## src/hw/axi_lite_pkg.sv

```systemverilog
/* AXI4-Lite channel types for a 32-bit data bus with byte strobes
   only OKAY and SLVERR responses are produced; no AxPROT field */
package axi_lite_pkg;

    localparam int AXI_ADDR_W = 32;
    localparam int AXI_DATA_W = 32;
    localparam int AXI_STRB_W = AXI_DATA_W / 8;

    typedef logic [AXI_ADDR_W-1:0] axi_addr_t;   // byte address
    typedef logic [AXI_DATA_W-1:0] axi_data_t;
    typedef logic [AXI_STRB_W-1:0] axi_strb_t;   // one bit per byte lane
    typedef logic [1:0]            axi_resp_t;

    localparam axi_resp_t RESP_OKAY   = 2'b00;
    localparam axi_resp_t RESP_SLVERR = 2'b10;

    // read address
    typedef struct packed {
        axi_addr_t addr;
    } axi_ar_t;

    // write address
    typedef struct packed {
        axi_addr_t addr;
    } axi_aw_t;

    typedef struct packed {
        axi_data_t data;
        axi_strb_t strb;
    } axi_w_t;

    typedef struct packed {
        axi_data_t data;
        axi_resp_t resp;
    } axi_r_t;

    // write response
    typedef struct packed {
        axi_resp_t resp;
    } axi_b_t;

endpackage

```

## src/hw/mem_req_pkg.sv

```systemverilog
/* cache-side single-word request and response, built on the AXI4-Lite types
   wdata and strb are ignored for reads */
package mem_req_pkg;

    typedef enum logic {
        OP_READ  = 1'b0,
        OP_WRITE = 1'b1
    } mem_op_e;

    typedef struct packed {
        mem_op_e               op;
        axi_lite_pkg::axi_addr_t addr;
        axi_lite_pkg::axi_data_t wdata;
        axi_lite_pkg::axi_strb_t strb;
    } mem_req_t;

    typedef struct packed {
        axi_lite_pkg::axi_data_t rdata;   // zero for writes
        logic                    err;     // response was not OKAY
    } mem_rsp_t;

endpackage

```

## src/hw/axi_lite_ctrl.sv

```systemverilog
/* one AXI4-Lite transaction at a time; read or write must be held high until done
   and the two are never requested together */
`timescale 1ns/1ps

module axi_lite_ctrl (
    input  logic clk,
    input  logic reset,
    input  logic read,        // level, held until done
    input  logic write,       // level, held until done
    input  logic s_arready,
    input  logic s_rvalid,
    input  logic s_awready,
    input  logic s_wready,
    input  logic s_bvalid,
    output logic m_arvalid,
    output logic m_rready,
    output logic m_awvalid,
    output logic m_wvalid,
    output logic m_bready,
    output logic done         // single cycle, response handshake
);

    typedef enum logic [2:0] {
        IDLE,
        WAIT_READ_READY,
        WAIT_S_RVALID,
        WAIT_WRITE_READY,
        WAIT_WRITE_ADDR_READY,
        WAIT_WRITE_DATA_READY,
        WAIT_S_BVALID
    } state_e;

    state_e c_state;
    state_e n_state;

    // aw and w may be accepted in either order or on the same cycle
    function automatic state_e write_step(logic aw_rdy, logic w_rdy);
        case ({aw_rdy, w_rdy})
            2'b11:   return WAIT_S_BVALID;
            2'b10:   return WAIT_WRITE_DATA_READY;   // address taken, data pending
            2'b01:   return WAIT_WRITE_ADDR_READY;
            default: return WAIT_WRITE_READY;
        endcase
    endfunction

    always_ff @(posedge clk or negedge reset) begin
        if (!reset) begin
            c_state <= IDLE;
        end else begin
            c_state <= n_state;
        end
    end

    always_comb begin
        n_state = c_state;
        case (c_state)
            IDLE: begin
                if (read) begin
                    n_state = s_arready ? WAIT_S_RVALID : WAIT_READ_READY;
                end else if (write) begin
                    n_state = write_step(s_awready, s_wready);
                end
            end
            WAIT_READ_READY:       if (s_arready) n_state = WAIT_S_RVALID;
            WAIT_S_RVALID:         if (s_rvalid)  n_state = IDLE;
            WAIT_WRITE_READY:      n_state = write_step(s_awready, s_wready);
            WAIT_WRITE_ADDR_READY: if (s_awready) n_state = WAIT_S_BVALID;
            WAIT_WRITE_DATA_READY: if (s_wready)  n_state = WAIT_S_BVALID;
            WAIT_S_BVALID:         if (s_bvalid)  n_state = IDLE;
            default:               n_state = IDLE;
        endcase
    end

    // valids go out in IDLE already so a ready slave accepts on the first cycle
    always_comb begin
        m_arvalid = 1'b0;
        m_rready  = 1'b0;
        m_awvalid = 1'b0;
        m_wvalid  = 1'b0;
        m_bready  = 1'b0;
        case (c_state)
            IDLE: begin
                if (read) begin
                    m_arvalid = 1'b1;
                    m_rready  = 1'b1;
                end else if (write) begin
                    m_awvalid = 1'b1;
                    m_wvalid  = 1'b1;
                    m_bready  = 1'b1;
                end
            end
            WAIT_READ_READY: begin
                m_arvalid = 1'b1;
                m_rready  = 1'b1;
            end
            WAIT_S_RVALID: m_rready = 1'b1;
            WAIT_WRITE_READY: begin
                m_awvalid = 1'b1;
                m_wvalid  = 1'b1;
                m_bready  = 1'b1;
            end
            WAIT_WRITE_ADDR_READY: begin
                m_awvalid = 1'b1;
                m_bready  = 1'b1;
            end
            WAIT_WRITE_DATA_READY: begin
                m_wvalid  = 1'b1;
                m_bready  = 1'b1;
            end
            WAIT_S_BVALID: m_bready = 1'b1;
            default: ;
        endcase
    end

    assign done = (c_state == WAIT_S_RVALID && s_rvalid) ||
                  (c_state == WAIT_S_BVALID && s_bvalid);

    // relies on the requester holding write until done
    aw_valid_held: assert property (@(posedge clk) disable iff (!reset)
        m_awvalid && !s_awready |=> m_awvalid)
        else $error("axi_lite_ctrl: awvalid dropped before awready");

    single_request: assert property (@(posedge clk) disable iff (!reset)
        c_state == IDLE |-> !(read && write))
        else $error("axi_lite_ctrl: read and write requested together");

endmodule

```

## src/hw/axi_lite_master.sv

```systemverilog
/* four-phase req/ack port onto AXI4-Lite, one request in flight
   req_data must stay stable from req rising until ack; AxPROT is not driven */
`timescale 1ns/1ps

module axi_lite_master
    import axi_lite_pkg::*;
    import mem_req_pkg::*;
(
    input  logic     clk,
    input  logic     reset,
    input  logic     req,
    input  mem_req_t req_data,
    output logic     ack,
    output mem_rsp_t rsp,
    output logic     ar_valid,
    input  logic     ar_ready,
    output axi_ar_t  ar,
    output logic     aw_valid,
    input  logic     aw_ready,
    output axi_aw_t  aw,
    output logic     w_valid,
    input  logic     w_ready,
    output axi_w_t   w,
    input  logic     r_valid,
    output logic     r_ready,
    input  axi_r_t   r,
    input  logic     b_valid,
    output logic     b_ready,
    input  axi_b_t   b
);

    typedef enum logic [1:0] {
        IDLE,
        BUSY,
        ACKED
    } state_e;

    state_e    state;
    mem_req_t  req_q;
    mem_rsp_t  rsp_q;
    logic      is_read;
    logic      ctrl_read;
    logic      ctrl_write;
    logic      done;
    axi_resp_t resp;

    always_ff @(posedge clk or negedge reset) begin
        if (!reset) begin
            state <= IDLE;
        end else begin
            case (state)
                IDLE:    if (req)  state <= BUSY;
                BUSY:    if (done) state <= ACKED;
                ACKED:   if (!req) state <= IDLE;   // ack drops the cycle after req
                default: state <= IDLE;
            endcase
        end
    end

    always_ff @(posedge clk) begin
        if (state == IDLE && req) begin
            req_q <= req_data;
        end
        if (state == BUSY && done) begin
            rsp_q.rdata <= is_read ? r.data : '0;
            rsp_q.err   <= (resp != RESP_OKAY);
        end
    end

    assign is_read    = (req_q.op == OP_READ);
    assign resp       = is_read ? r.resp : b.resp;
    assign ctrl_read  = (state == BUSY) && is_read;
    assign ctrl_write = (state == BUSY) && !is_read;

    assign ack = (state == ACKED);
    assign rsp = rsp_q;

    assign ar.addr = req_q.addr;
    assign aw.addr = req_q.addr;
    assign w.data  = req_q.wdata;
    assign w.strb  = req_q.strb;

    axi_lite_ctrl u_ctrl (
        .clk       (clk),
        .reset     (reset),
        .read      (ctrl_read),
        .write     (ctrl_write),
        .s_arready (ar_ready),
        .s_rvalid  (r_valid),
        .s_awready (aw_ready),
        .s_wready  (w_ready),
        .s_bvalid  (b_valid),
        .m_arvalid (ar_valid),
        .m_rready  (r_ready),
        .m_awvalid (aw_valid),
        .m_wvalid  (w_valid),
        .m_bready  (b_ready),
        .done      (done)
    );

    req_data_stable: assert property (@(posedge clk) disable iff (!reset)
        (req && !ack) ##1 (req && !ack) |-> $stable(req_data))
        else $error("axi_lite_master: req_data changed before ack");

endmodule

```

## src/hw/axi_lite_mem_slave.sv

```systemverilog
/* word memory behind an AXI4-Lite slave, one transaction at a time, cleared at reset
   word index at or beyond MEM_WORDS gives SLVERR; waits above 255 cycles unsupported */
`timescale 1ns/1ps

module axi_lite_mem_slave
    import axi_lite_pkg::*;
#(
    parameter int MEM_WORDS = 64,
    parameter int AR_WAIT   = 1,
    parameter int AW_WAIT   = 2,
    parameter int W_WAIT    = 0,
    parameter int RESP_WAIT = 1
) (
    input  logic    clk,
    input  logic    reset,
    input  logic    ar_valid,
    output logic    ar_ready,
    input  axi_ar_t ar,
    input  logic    aw_valid,
    output logic    aw_ready,
    input  axi_aw_t aw,
    input  logic    w_valid,
    output logic    w_ready,
    input  axi_w_t  w,
    output logic    r_valid,
    input  logic    r_ready,
    output axi_r_t  r,
    output logic    b_valid,
    input  logic    b_ready,
    output axi_b_t  b
);

    localparam int        IDX_W      = (MEM_WORDS > 1) ? $clog2(MEM_WORDS) : 1;
    localparam axi_addr_t WORD_LIMIT = axi_addr_t'(MEM_WORDS);

    typedef logic [7:0]       wait_cnt_t;
    typedef logic [IDX_W-1:0] word_idx_t;

    axi_data_t mem [MEM_WORDS];
    wait_cnt_t ar_cnt, aw_cnt, w_cnt, rsp_cnt;
    logic      rd_pend, wr_pend, aw_got, w_got, busy;
    logic      ar_fire, aw_fire, w_fire, r_fire, b_fire, wr_commit;
    axi_addr_t aw_addr_q, wr_addr;
    axi_w_t    w_q, wr_w;

    // counts while active, parks at the limit, clears when idle
    function automatic wait_cnt_t cnt_step(wait_cnt_t cnt, logic active, int lim);
        if (!active) return '0;
        if (cnt == wait_cnt_t'(lim)) return cnt;
        return cnt + 8'd1;
    endfunction

    function automatic logic in_range(axi_addr_t a);
        return (a >> 2) < WORD_LIMIT;
    endfunction

    function automatic word_idx_t word_idx(axi_addr_t a);
        return a[IDX_W+1:2];
    endfunction

    assign busy     = rd_pend || wr_pend;
    assign ar_ready = ar_valid && !busy && (ar_cnt == wait_cnt_t'(AR_WAIT));
    assign aw_ready = aw_valid && !busy && !aw_got && (aw_cnt == wait_cnt_t'(AW_WAIT));
    assign w_ready  = w_valid && !busy && !w_got && (w_cnt == wait_cnt_t'(W_WAIT));
    assign r_valid  = rd_pend && (rsp_cnt == wait_cnt_t'(RESP_WAIT));
    assign b_valid  = wr_pend && (rsp_cnt == wait_cnt_t'(RESP_WAIT));

    assign ar_fire = ar_valid && ar_ready;
    assign aw_fire = aw_valid && aw_ready;
    assign w_fire  = w_valid && w_ready;
    assign r_fire  = r_valid && r_ready;
    assign b_fire  = b_valid && b_ready;

    // the write completes on whichever of aw and w arrives last
    assign wr_commit = (aw_got || aw_fire) && (w_got || w_fire);
    assign wr_addr   = aw_got ? aw_addr_q : aw.addr;
    assign wr_w      = w_got ? w_q : w;

    always_ff @(posedge clk or negedge reset) begin
        if (!reset) begin
            ar_cnt  <= '0;
            aw_cnt  <= '0;
            w_cnt   <= '0;
            rsp_cnt <= '0;
            rd_pend <= 1'b0;
            wr_pend <= 1'b0;
            aw_got  <= 1'b0;
            w_got   <= 1'b0;
            for (int i = 0; i < MEM_WORDS; i++) begin
                mem[i] <= '0;
            end
        end else begin
            ar_cnt  <= cnt_step(ar_cnt, ar_valid && !ar_ready, AR_WAIT);
            aw_cnt  <= cnt_step(aw_cnt, aw_valid && !aw_ready, AW_WAIT);
            w_cnt   <= cnt_step(w_cnt, w_valid && !w_ready, W_WAIT);
            rsp_cnt <= cnt_step(rsp_cnt, (rd_pend && !r_fire) || (wr_pend && !b_fire),
                                RESP_WAIT);

            if (ar_fire) rd_pend <= 1'b1;
            else if (r_fire) rd_pend <= 1'b0;

            if (wr_commit) begin
                aw_got  <= 1'b0;
                w_got   <= 1'b0;
                wr_pend <= 1'b1;
            end else begin
                if (aw_fire) aw_got <= 1'b1;
                if (w_fire) w_got <= 1'b1;
                if (b_fire) wr_pend <= 1'b0;
            end

            if (wr_commit && in_range(wr_addr)) begin   // out of range writes dropped
                for (int i = 0; i < AXI_STRB_W; i++) begin
                    if (wr_w.strb[i]) mem[word_idx(wr_addr)][8*i +: 8] <= wr_w.data[8*i +: 8];
                end
            end
        end
    end

    always_ff @(posedge clk) begin
        if (aw_fire) aw_addr_q <= aw.addr;
        if (w_fire) w_q <= w;
        if (ar_fire) begin
            r.data <= in_range(ar.addr) ? mem[word_idx(ar.addr)] : '0;
            r.resp <= in_range(ar.addr) ? RESP_OKAY : RESP_SLVERR;
        end
        if (wr_commit) b.resp <= in_range(wr_addr) ? RESP_OKAY : RESP_SLVERR;
    end

    r_held: assert property (@(posedge clk) disable iff (!reset)
        r_valid && !r_ready |=> r_valid && $stable(r))
        else $error("axi_lite_mem_slave: read response changed before rready");

endmodule

```

## src/hw/axi_mem_subsys.sv

```systemverilog
/* cache-side memory port, AXI4-Lite master wired to a small slave memory
   four-phase req/ack on the outside, latency set by the slave waits */
`timescale 1ns/1ps

module axi_mem_subsys
    import axi_lite_pkg::*;
    import mem_req_pkg::*;
#(
    parameter int MEM_WORDS = 64,
    parameter int AR_WAIT   = 1,
    parameter int AW_WAIT   = 2,   // differs from W_WAIT on purpose
    parameter int W_WAIT    = 0,
    parameter int RESP_WAIT = 1
) (
    input  logic     clk,
    input  logic     reset,
    input  logic     req,
    input  mem_req_t req_data,
    output logic     ack,
    output mem_rsp_t rsp
);

    logic    ar_valid, ar_ready, aw_valid, aw_ready, w_valid, w_ready;
    logic    r_valid, r_ready, b_valid, b_ready;
    axi_ar_t ar;
    axi_aw_t aw;
    axi_w_t  w;
    axi_r_t  r;
    axi_b_t  b;

    axi_lite_master u_master (
        .clk      (clk),
        .reset    (reset),
        .req      (req),
        .req_data (req_data),
        .ack      (ack),
        .rsp      (rsp),
        .ar_valid (ar_valid),
        .ar_ready (ar_ready),
        .ar       (ar),
        .aw_valid (aw_valid),
        .aw_ready (aw_ready),
        .aw       (aw),
        .w_valid  (w_valid),
        .w_ready  (w_ready),
        .w        (w),
        .r_valid  (r_valid),
        .r_ready  (r_ready),
        .r        (r),
        .b_valid  (b_valid),
        .b_ready  (b_ready),
        .b        (b)
    );

    axi_lite_mem_slave #(
        .MEM_WORDS (MEM_WORDS),
        .AR_WAIT   (AR_WAIT),
        .AW_WAIT   (AW_WAIT),
        .W_WAIT    (W_WAIT),
        .RESP_WAIT (RESP_WAIT)
    ) u_mem (
        .clk      (clk),
        .reset    (reset),
        .ar_valid (ar_valid),
        .ar_ready (ar_ready),
        .ar       (ar),
        .aw_valid (aw_valid),
        .aw_ready (aw_ready),
        .aw       (aw),
        .w_valid  (w_valid),
        .w_ready  (w_ready),
        .w        (w),
        .r_valid  (r_valid),
        .r_ready  (r_ready),
        .r        (r),
        .b_valid  (b_valid),
        .b_ready  (b_ready),
        .b        (b)
    );

endmodule

```

## config.mk

```make
export PLATFORM = sky130hd
export DESIGN_NAME = axi_mem_subsys
export DESIGN_NICKNAME = d
export VERILOG_FILES = /design/src/hw/axi_lite_pkg.sv /design/src/hw/mem_req_pkg.sv /design/src/hw/axi_lite_ctrl.sv /design/src/hw/axi_lite_master.sv /design/src/hw/axi_lite_mem_slave.sv /design/src/hw/axi_mem_subsys.sv
export SDC_FILE = /design/constraint.sdc
export NUM_CORES = 2
export LEC_CHECK = 0
export ABC_AREA = 1
export BUFFER_PORTS_ARGS = -buffer_cell sky130_fd_sc_hd__buf_4
export CORE_UTILIZATION = 34
export CTS_CLUSTER_DIAMETER = 50
export DETAILED_ROUTE_END_ITERATION = 6
export PLACE_DENSITY = 0.59
export SLEW_MARGIN = 10
export SYNTH_ARGS = -nofsm -noshare
export SYNTH_HDL_FRONTEND = slang
export SYNTH_SLANG_ARGS = --single-unit
```

## constraint.sdc

```tcl
create_clock -name clk -period 6.9 [get_ports clk]
set_clock_uncertainty 0.2 [all_clocks]
set_input_delay 1.38 -clock clk [delete_from_list [all_inputs] [get_ports clk]]
set_output_delay 1.38 -clock clk [all_outputs]
set_load 0.01 [all_outputs]
```

# Word-level counts from Yosys, hierarchy flattened
# Index checks and enable logic that the tools add are counted.
# totals
register_bits	2295
in_bits	72
wordCells	262
# op_classes
n_addsub	4
order_cmp	5
n_eq_ne	27
mux	81
bitwise	3
reduce_logical	56
# ops
cell	count
two-way mux 2048 bit	7
bitwise mux 2048 bit	4
demux 32 bit (select 6 bit)	4
binary-select mux 32 bit (select 6 bit)	1
two-way mux 8 bit	17
two-way mux 32 bit	4
less-than comparator 30 x 7 -> 1 bit (second input constant)	2
two-way mux 36 bit	1
adder 8 x 1 -> 8 bit (second input constant)	4
logical AND 1 bit	29
two-way mux 24 bit	1
two-way mux 3 bit	7
case mux 3 bit (7 select lines)	1
two-way mux 1 bit	19
equality test 8 x 1 -> 1 bit (second input constant)	2
two-way mux 16 bit	1
greater-or-equal comparator 7 bit (second input constant)	2
two-way mux 2 bit	7
inequality test 2 bit (second input constant)	7
inverter 6 -> 7 bit	2
inequality test 3 bit (second input constant)	4
case mux 1 bit (2 select lines)	5
nonzero test 2 bit	5
equality test 3 bit (second input constant)	3
20 further kinds	37

# Logic depth before layout (Yosys ltp)
# logic_depth
word_depth	21
mapped_depth	16
depth_no_buf	14

# By module
# A second synthesis with hierarchy kept.
# hier_totals
cells_unflattened	15017
hier_area_um2	115978.7
# by_module_without_submodules
mod	n_inst	cells_each	area_per_inst_um2	seq_area_each_um2
axi_lite_mem_slave	1	14647	111285.5	55152.9
axi_lite_master	1	293	4239.1	3113.0
axi_lite_ctrl	1	77	454.2	75.1

# Worst setup path before layout
# OpenSTA, ideal clock, no wires.
# synth_path
kind	in2reg
startpoint	input port req
endpoint	register u_master.req_q, in the netlist u_master.ar[10], enable pin
setup_time_ns	0.492
t_arrival_ns	4.212
required_ns	6.208
path_slack_ns	1.996
stages	2
path_cell_list	inv_1 -> nor2_1
# synth_between
elab_chain_cells	1
# synth_lines
item	line_no	rtl
from (decl)	axi_mem_subsys.sv:17	input logic req,
logical AND 1 bit	axi_lite_master.sv:61	if (state == IDLE && req) begin
to (signal assigned)	axi_lite_master.sv:62	req_q <= req_data;
to (decl)	axi_lite_master.sv:39	mem_req_t req_q;
# Every way passes these cells.
# A chain may end at the register's enable or synchronous reset.

# Worst setup path after layout
# layout_path
startpoint	register u_master.req_q, in the netlist u_master.ar[2]
endpoint	register, netlist name u_mem.r[28]
# layout_between
elab_chain_cells	4
word_cells_on_any_way	5
# layout_lines
item	line_no	rtl
inverter 6 -> 7 bit (implied by the code)	axi_lite_mem_slave.sv:124	r.data <= in_range(ar.addr) ? mem[word_idx(ar.addr)] : '0;
binary-select mux 32 bit (select 6 bit)	axi_lite_mem_slave.sv:124	
two-way mux 32 bit (implied by the code) (2 in series)	axi_lite_mem_slave.sv:124	
# Several ways; a longest one is shown, not always the timed one. The select of a mux whose other input is x is not followed.

==> results_dict.tcl <==
set metrics [dict create \
    dr.pass1.iters 6 \
    ys_seq_elements 2289 \
    postCtsSetupRepairBufs 0 \
    cts_buffer_depth 4 \
    muxShareOfSynthArea_pct 0 \
    num_vias 106100 \
    synthAdderAreaFrac_pct 0.1053 \
    rows 216 \
    slowest_stage "inv_8" \
    top_level_ports 106 \
    grt-ovfl-total 0 \
    antenna_found_initial 13 \
    clock-sinks 2289 \
    crit_chain "buf_12, inv_8, buf_12, nand2_1, nand3_1, nand3_1, nand3_1, nand3_1, nand2_1, nor2_1, nor2_1" \
    grt_setup_unrepaired "false" \
    numCtsBuffers 278 \
    min_period_over_period_pct 63.76 \
    viasPerCell 5.583 \
    syn_inst 14940 \
    core-area_mm2 0.3470 \
    yosysUniqueCellTypes 43 \
    crit_required_ns 7.28 \
    p_per_area_mw_per_mm2 290.0 \
    maxSlewViolCount 0 \
    synthTopCellsByArea "dfrtp_1, nand2_1, nand3_1" \
    grt_pass1_wl_um 642300 \
    synth-main-ff-cell "dfrtp_1" \
    fmax_ghz 0.2273 \
    syn-num-nets 15020 \
    holdBufCountCts 0 \
    hold_ws_ns 0.2388 \
    synth_largest_area_cell "dfrtp_1" \
    leakagePower_nw 60.46 \
    synth_xor_area_share_pct 0.08843 \
    fin_nets 14310 \
    synth_edf_count 200 \
    die_h_um 593.2 \
    synthArstFlopShare_pct 91.26 \
    status "complete, no violations" \
    wire_per_inst_um 22.16 \
    cp_common_cell "nand3_1" \
    synth.most_common_cell "nand2_1" \
    hold_path_class "in2async" \
    grt_max_degree 177 \
    dp_hpwl_um 243300 \
    area_growth_pct 9.903 \
    cp.arrival_ns 4.78 \
    cp_top_family "simple AND/OR/NAND/NOR gates" \
    worst_pin_slew_ns 1.187 \
    detail-route-antenna-nets 0 \
    grt_usage_pct 23.40 \
    tritoncts "yes" \
    tns_ns 0 \
    critPathKind "reg2reg" \
    cp-start-kind "flip-flop" \
    syn-cell-area_mm2 0.1189 \
    vdd_drop_max_mv 0.2597 \
    fp.dieW_um 593.2 \
    place.gp.congestion 0.8757 \
    grt_pass1_vias 99890 \
    yosysTopAreaCellShare_pct 43.98 \
    synth_top_family_by_area "simple AND/OR/NAND/NOR gates" \
    clk_pin_slew_ns 0.06 \
    yosys.area_share.simple_pct 41.65 \
    finalSetupViolCount 0 \
    drive_above_1_share_pct 7.955 \
    drc 0 \
    critPathCaptureType "flip-flop" \
    path_max_fanout 176 \
    max_stage_delay_ns 0.68 \
    insertion_delay_ns 0.90 \
    die-area_mm2 0.3519 \
    seq_area_frac_synth_pct 49.04 \
    initialDrtViolationCount 13360 \
    hold_violations 0 \
    maxCapViolCount 0 \
    timing.final.crit_period_ns 4.400 \
    io_buffers 103 \
    cts_resized 0 \
    max_slew_margin_pct 20.88 \
    htreeDepth 5 \
    synth_compound_area_share_pct 2.649 \
    initial_utilization_pct 34.25 \
    synth_warnings 0 \
    clock-root-buffer "clkbuf_16" \
    ys_top_cells_by_count "nand2_1, nand3_1, dfrtp_1" \
    worst-path-buf-inv 3 \
    wl_um 421300 \
    utilization_pct 37.64 \
    syn_area_per_cell_um2 7.956 \
]
cells by family after synthesis:
kind of cell / Yosys count
AOI/OAI and AO/OA: 601
xor gates and xnor gates: 12
buffers and inverters: 1469
DFF: 2289
and+or+nand+nor: 10560
adders and majority gates: 10
stage by stage:
| stage | cells | power, mW | worst slack [ns] | area [um^2] |
|---|---|---|---|---|
| 4_1_cts | 19010 | 37.83 | 2.607 | 130600 |
| 5_1_grt | 19010 | 38.86 | 2.415 | 130600 |
| 2_1_floorplan | 14940 | 19.00 | 1.996 | 118900 |
| 3_5_place_dp | 18520 | 22.78 | 2.644 | 121400 |
| 3_3_place_gp | 18520 | 22.79 | 2.385 | 121400 |
| 6_report | 19010 | 37.88 | 2.500 | 130600 |
path summary, 6_finish.rpt:
kind	start	to	slack, ns	cells after the start
setup / recovery	u_master.ar[2]$_DFFE_PP_	u_mem.r[28]$_SDFFCE_PP0P_	2.50	11
hold / removal	reset	u_mem.ar_cnt[6]$_DFFE_PN0P_	0.24	1
setup reg to reg	u_master.ar[2]$_DFFE_PP_	u_mem.r[28]$_SDFFCE_PP0P_	2.50	11
hold reg to reg	u_master.w[1]$_DFFE_PP_	u_mem.w_q[1]$_DFFE_PP_	0.25	0
max in group asynchronous	reset	u_mem.mem[1749]$_DFFE_PN0P_	4.58	3
min in group clk	u_master.w[1]$_DFFE_PP_	u_mem.w_q[1]$_DFFE_PP_	0.25	0
registers in the layout, summed over array words and instances, names as in the netlist:
name / count
u_mem.mem: 2048
u_master.w: 36
u_mem.w_q: 36
u_master.rsp: 33
u_mem.r: 33
u_master.ar: 30
u_mem.aw_addr_q: 30
u_mem.ar_cnt: 8
u_mem.aw_cnt: 8
u_mem.rsp_cnt: 8
u_mem.w_cnt: 8
u_master.u_ctrl.c_state: 3
u_master.state: 2
u_master.req_q: 1
u_mem.aw_got: 1
u_mem.b: 1
u_mem.rd_pend: 1
u_mem.w_got: 1
u_mem.wr_pend: 1
layer usage:
metal | global-route usage, % | share of wire, % | vias to the layer above
met2 | 36.26 | 45 | 4218
li1 | - | - | 49220
met4 | 10.60 | 4.8 | 0
met5 | 0 | 0 | -
met1 | 31.98 | 42 | 51960
met3 | 3.960 | 7.8 | 751
layout by cell type, fill, tap and decap left out, types with 41 or more instances in the layout:
master,netlist,layout
clkbuf_16,0,288
a21oi_1,46,46
edfxtp_1,200,200
o21ai_0,169,168
dfrtp_1,2089,2089
nand2_1,6123,6088
o21ai_1,334,334
nand4_1,1572,1572
nor2_8,48,48
buf_4,46,302
inv_1,81,79
clkbuf_1,785,46
buf_12,10,75
nor2_1,200,197
nand3_4,130,130
nor3_1,74,74
nand3_1,2330,2330
clkbuf_8,0,41
cell type report:
cell class / count / area (um^2)
fillers: 35590 / 216400
flip-flops and latches: 2289 / 58280
multi-input cells: 11180 / 53170
clock buffers: 375 / 7944
well taps: 4578 / 5728
repair buffers: 378 / 3796
clock inverters: 114 / 1295
inverters: 95 / 396.6
diodes: 2 / 5.005
report_power, final:
part	internal (mW)	leakage, nW	switching [mW]
Sequential	13.8	31.0	0.0854
Clock	8.89	4.51	6.22
Combinational	1.16	24.9	7.74
No activity file was read; power rests on OpenSTA's default activity.
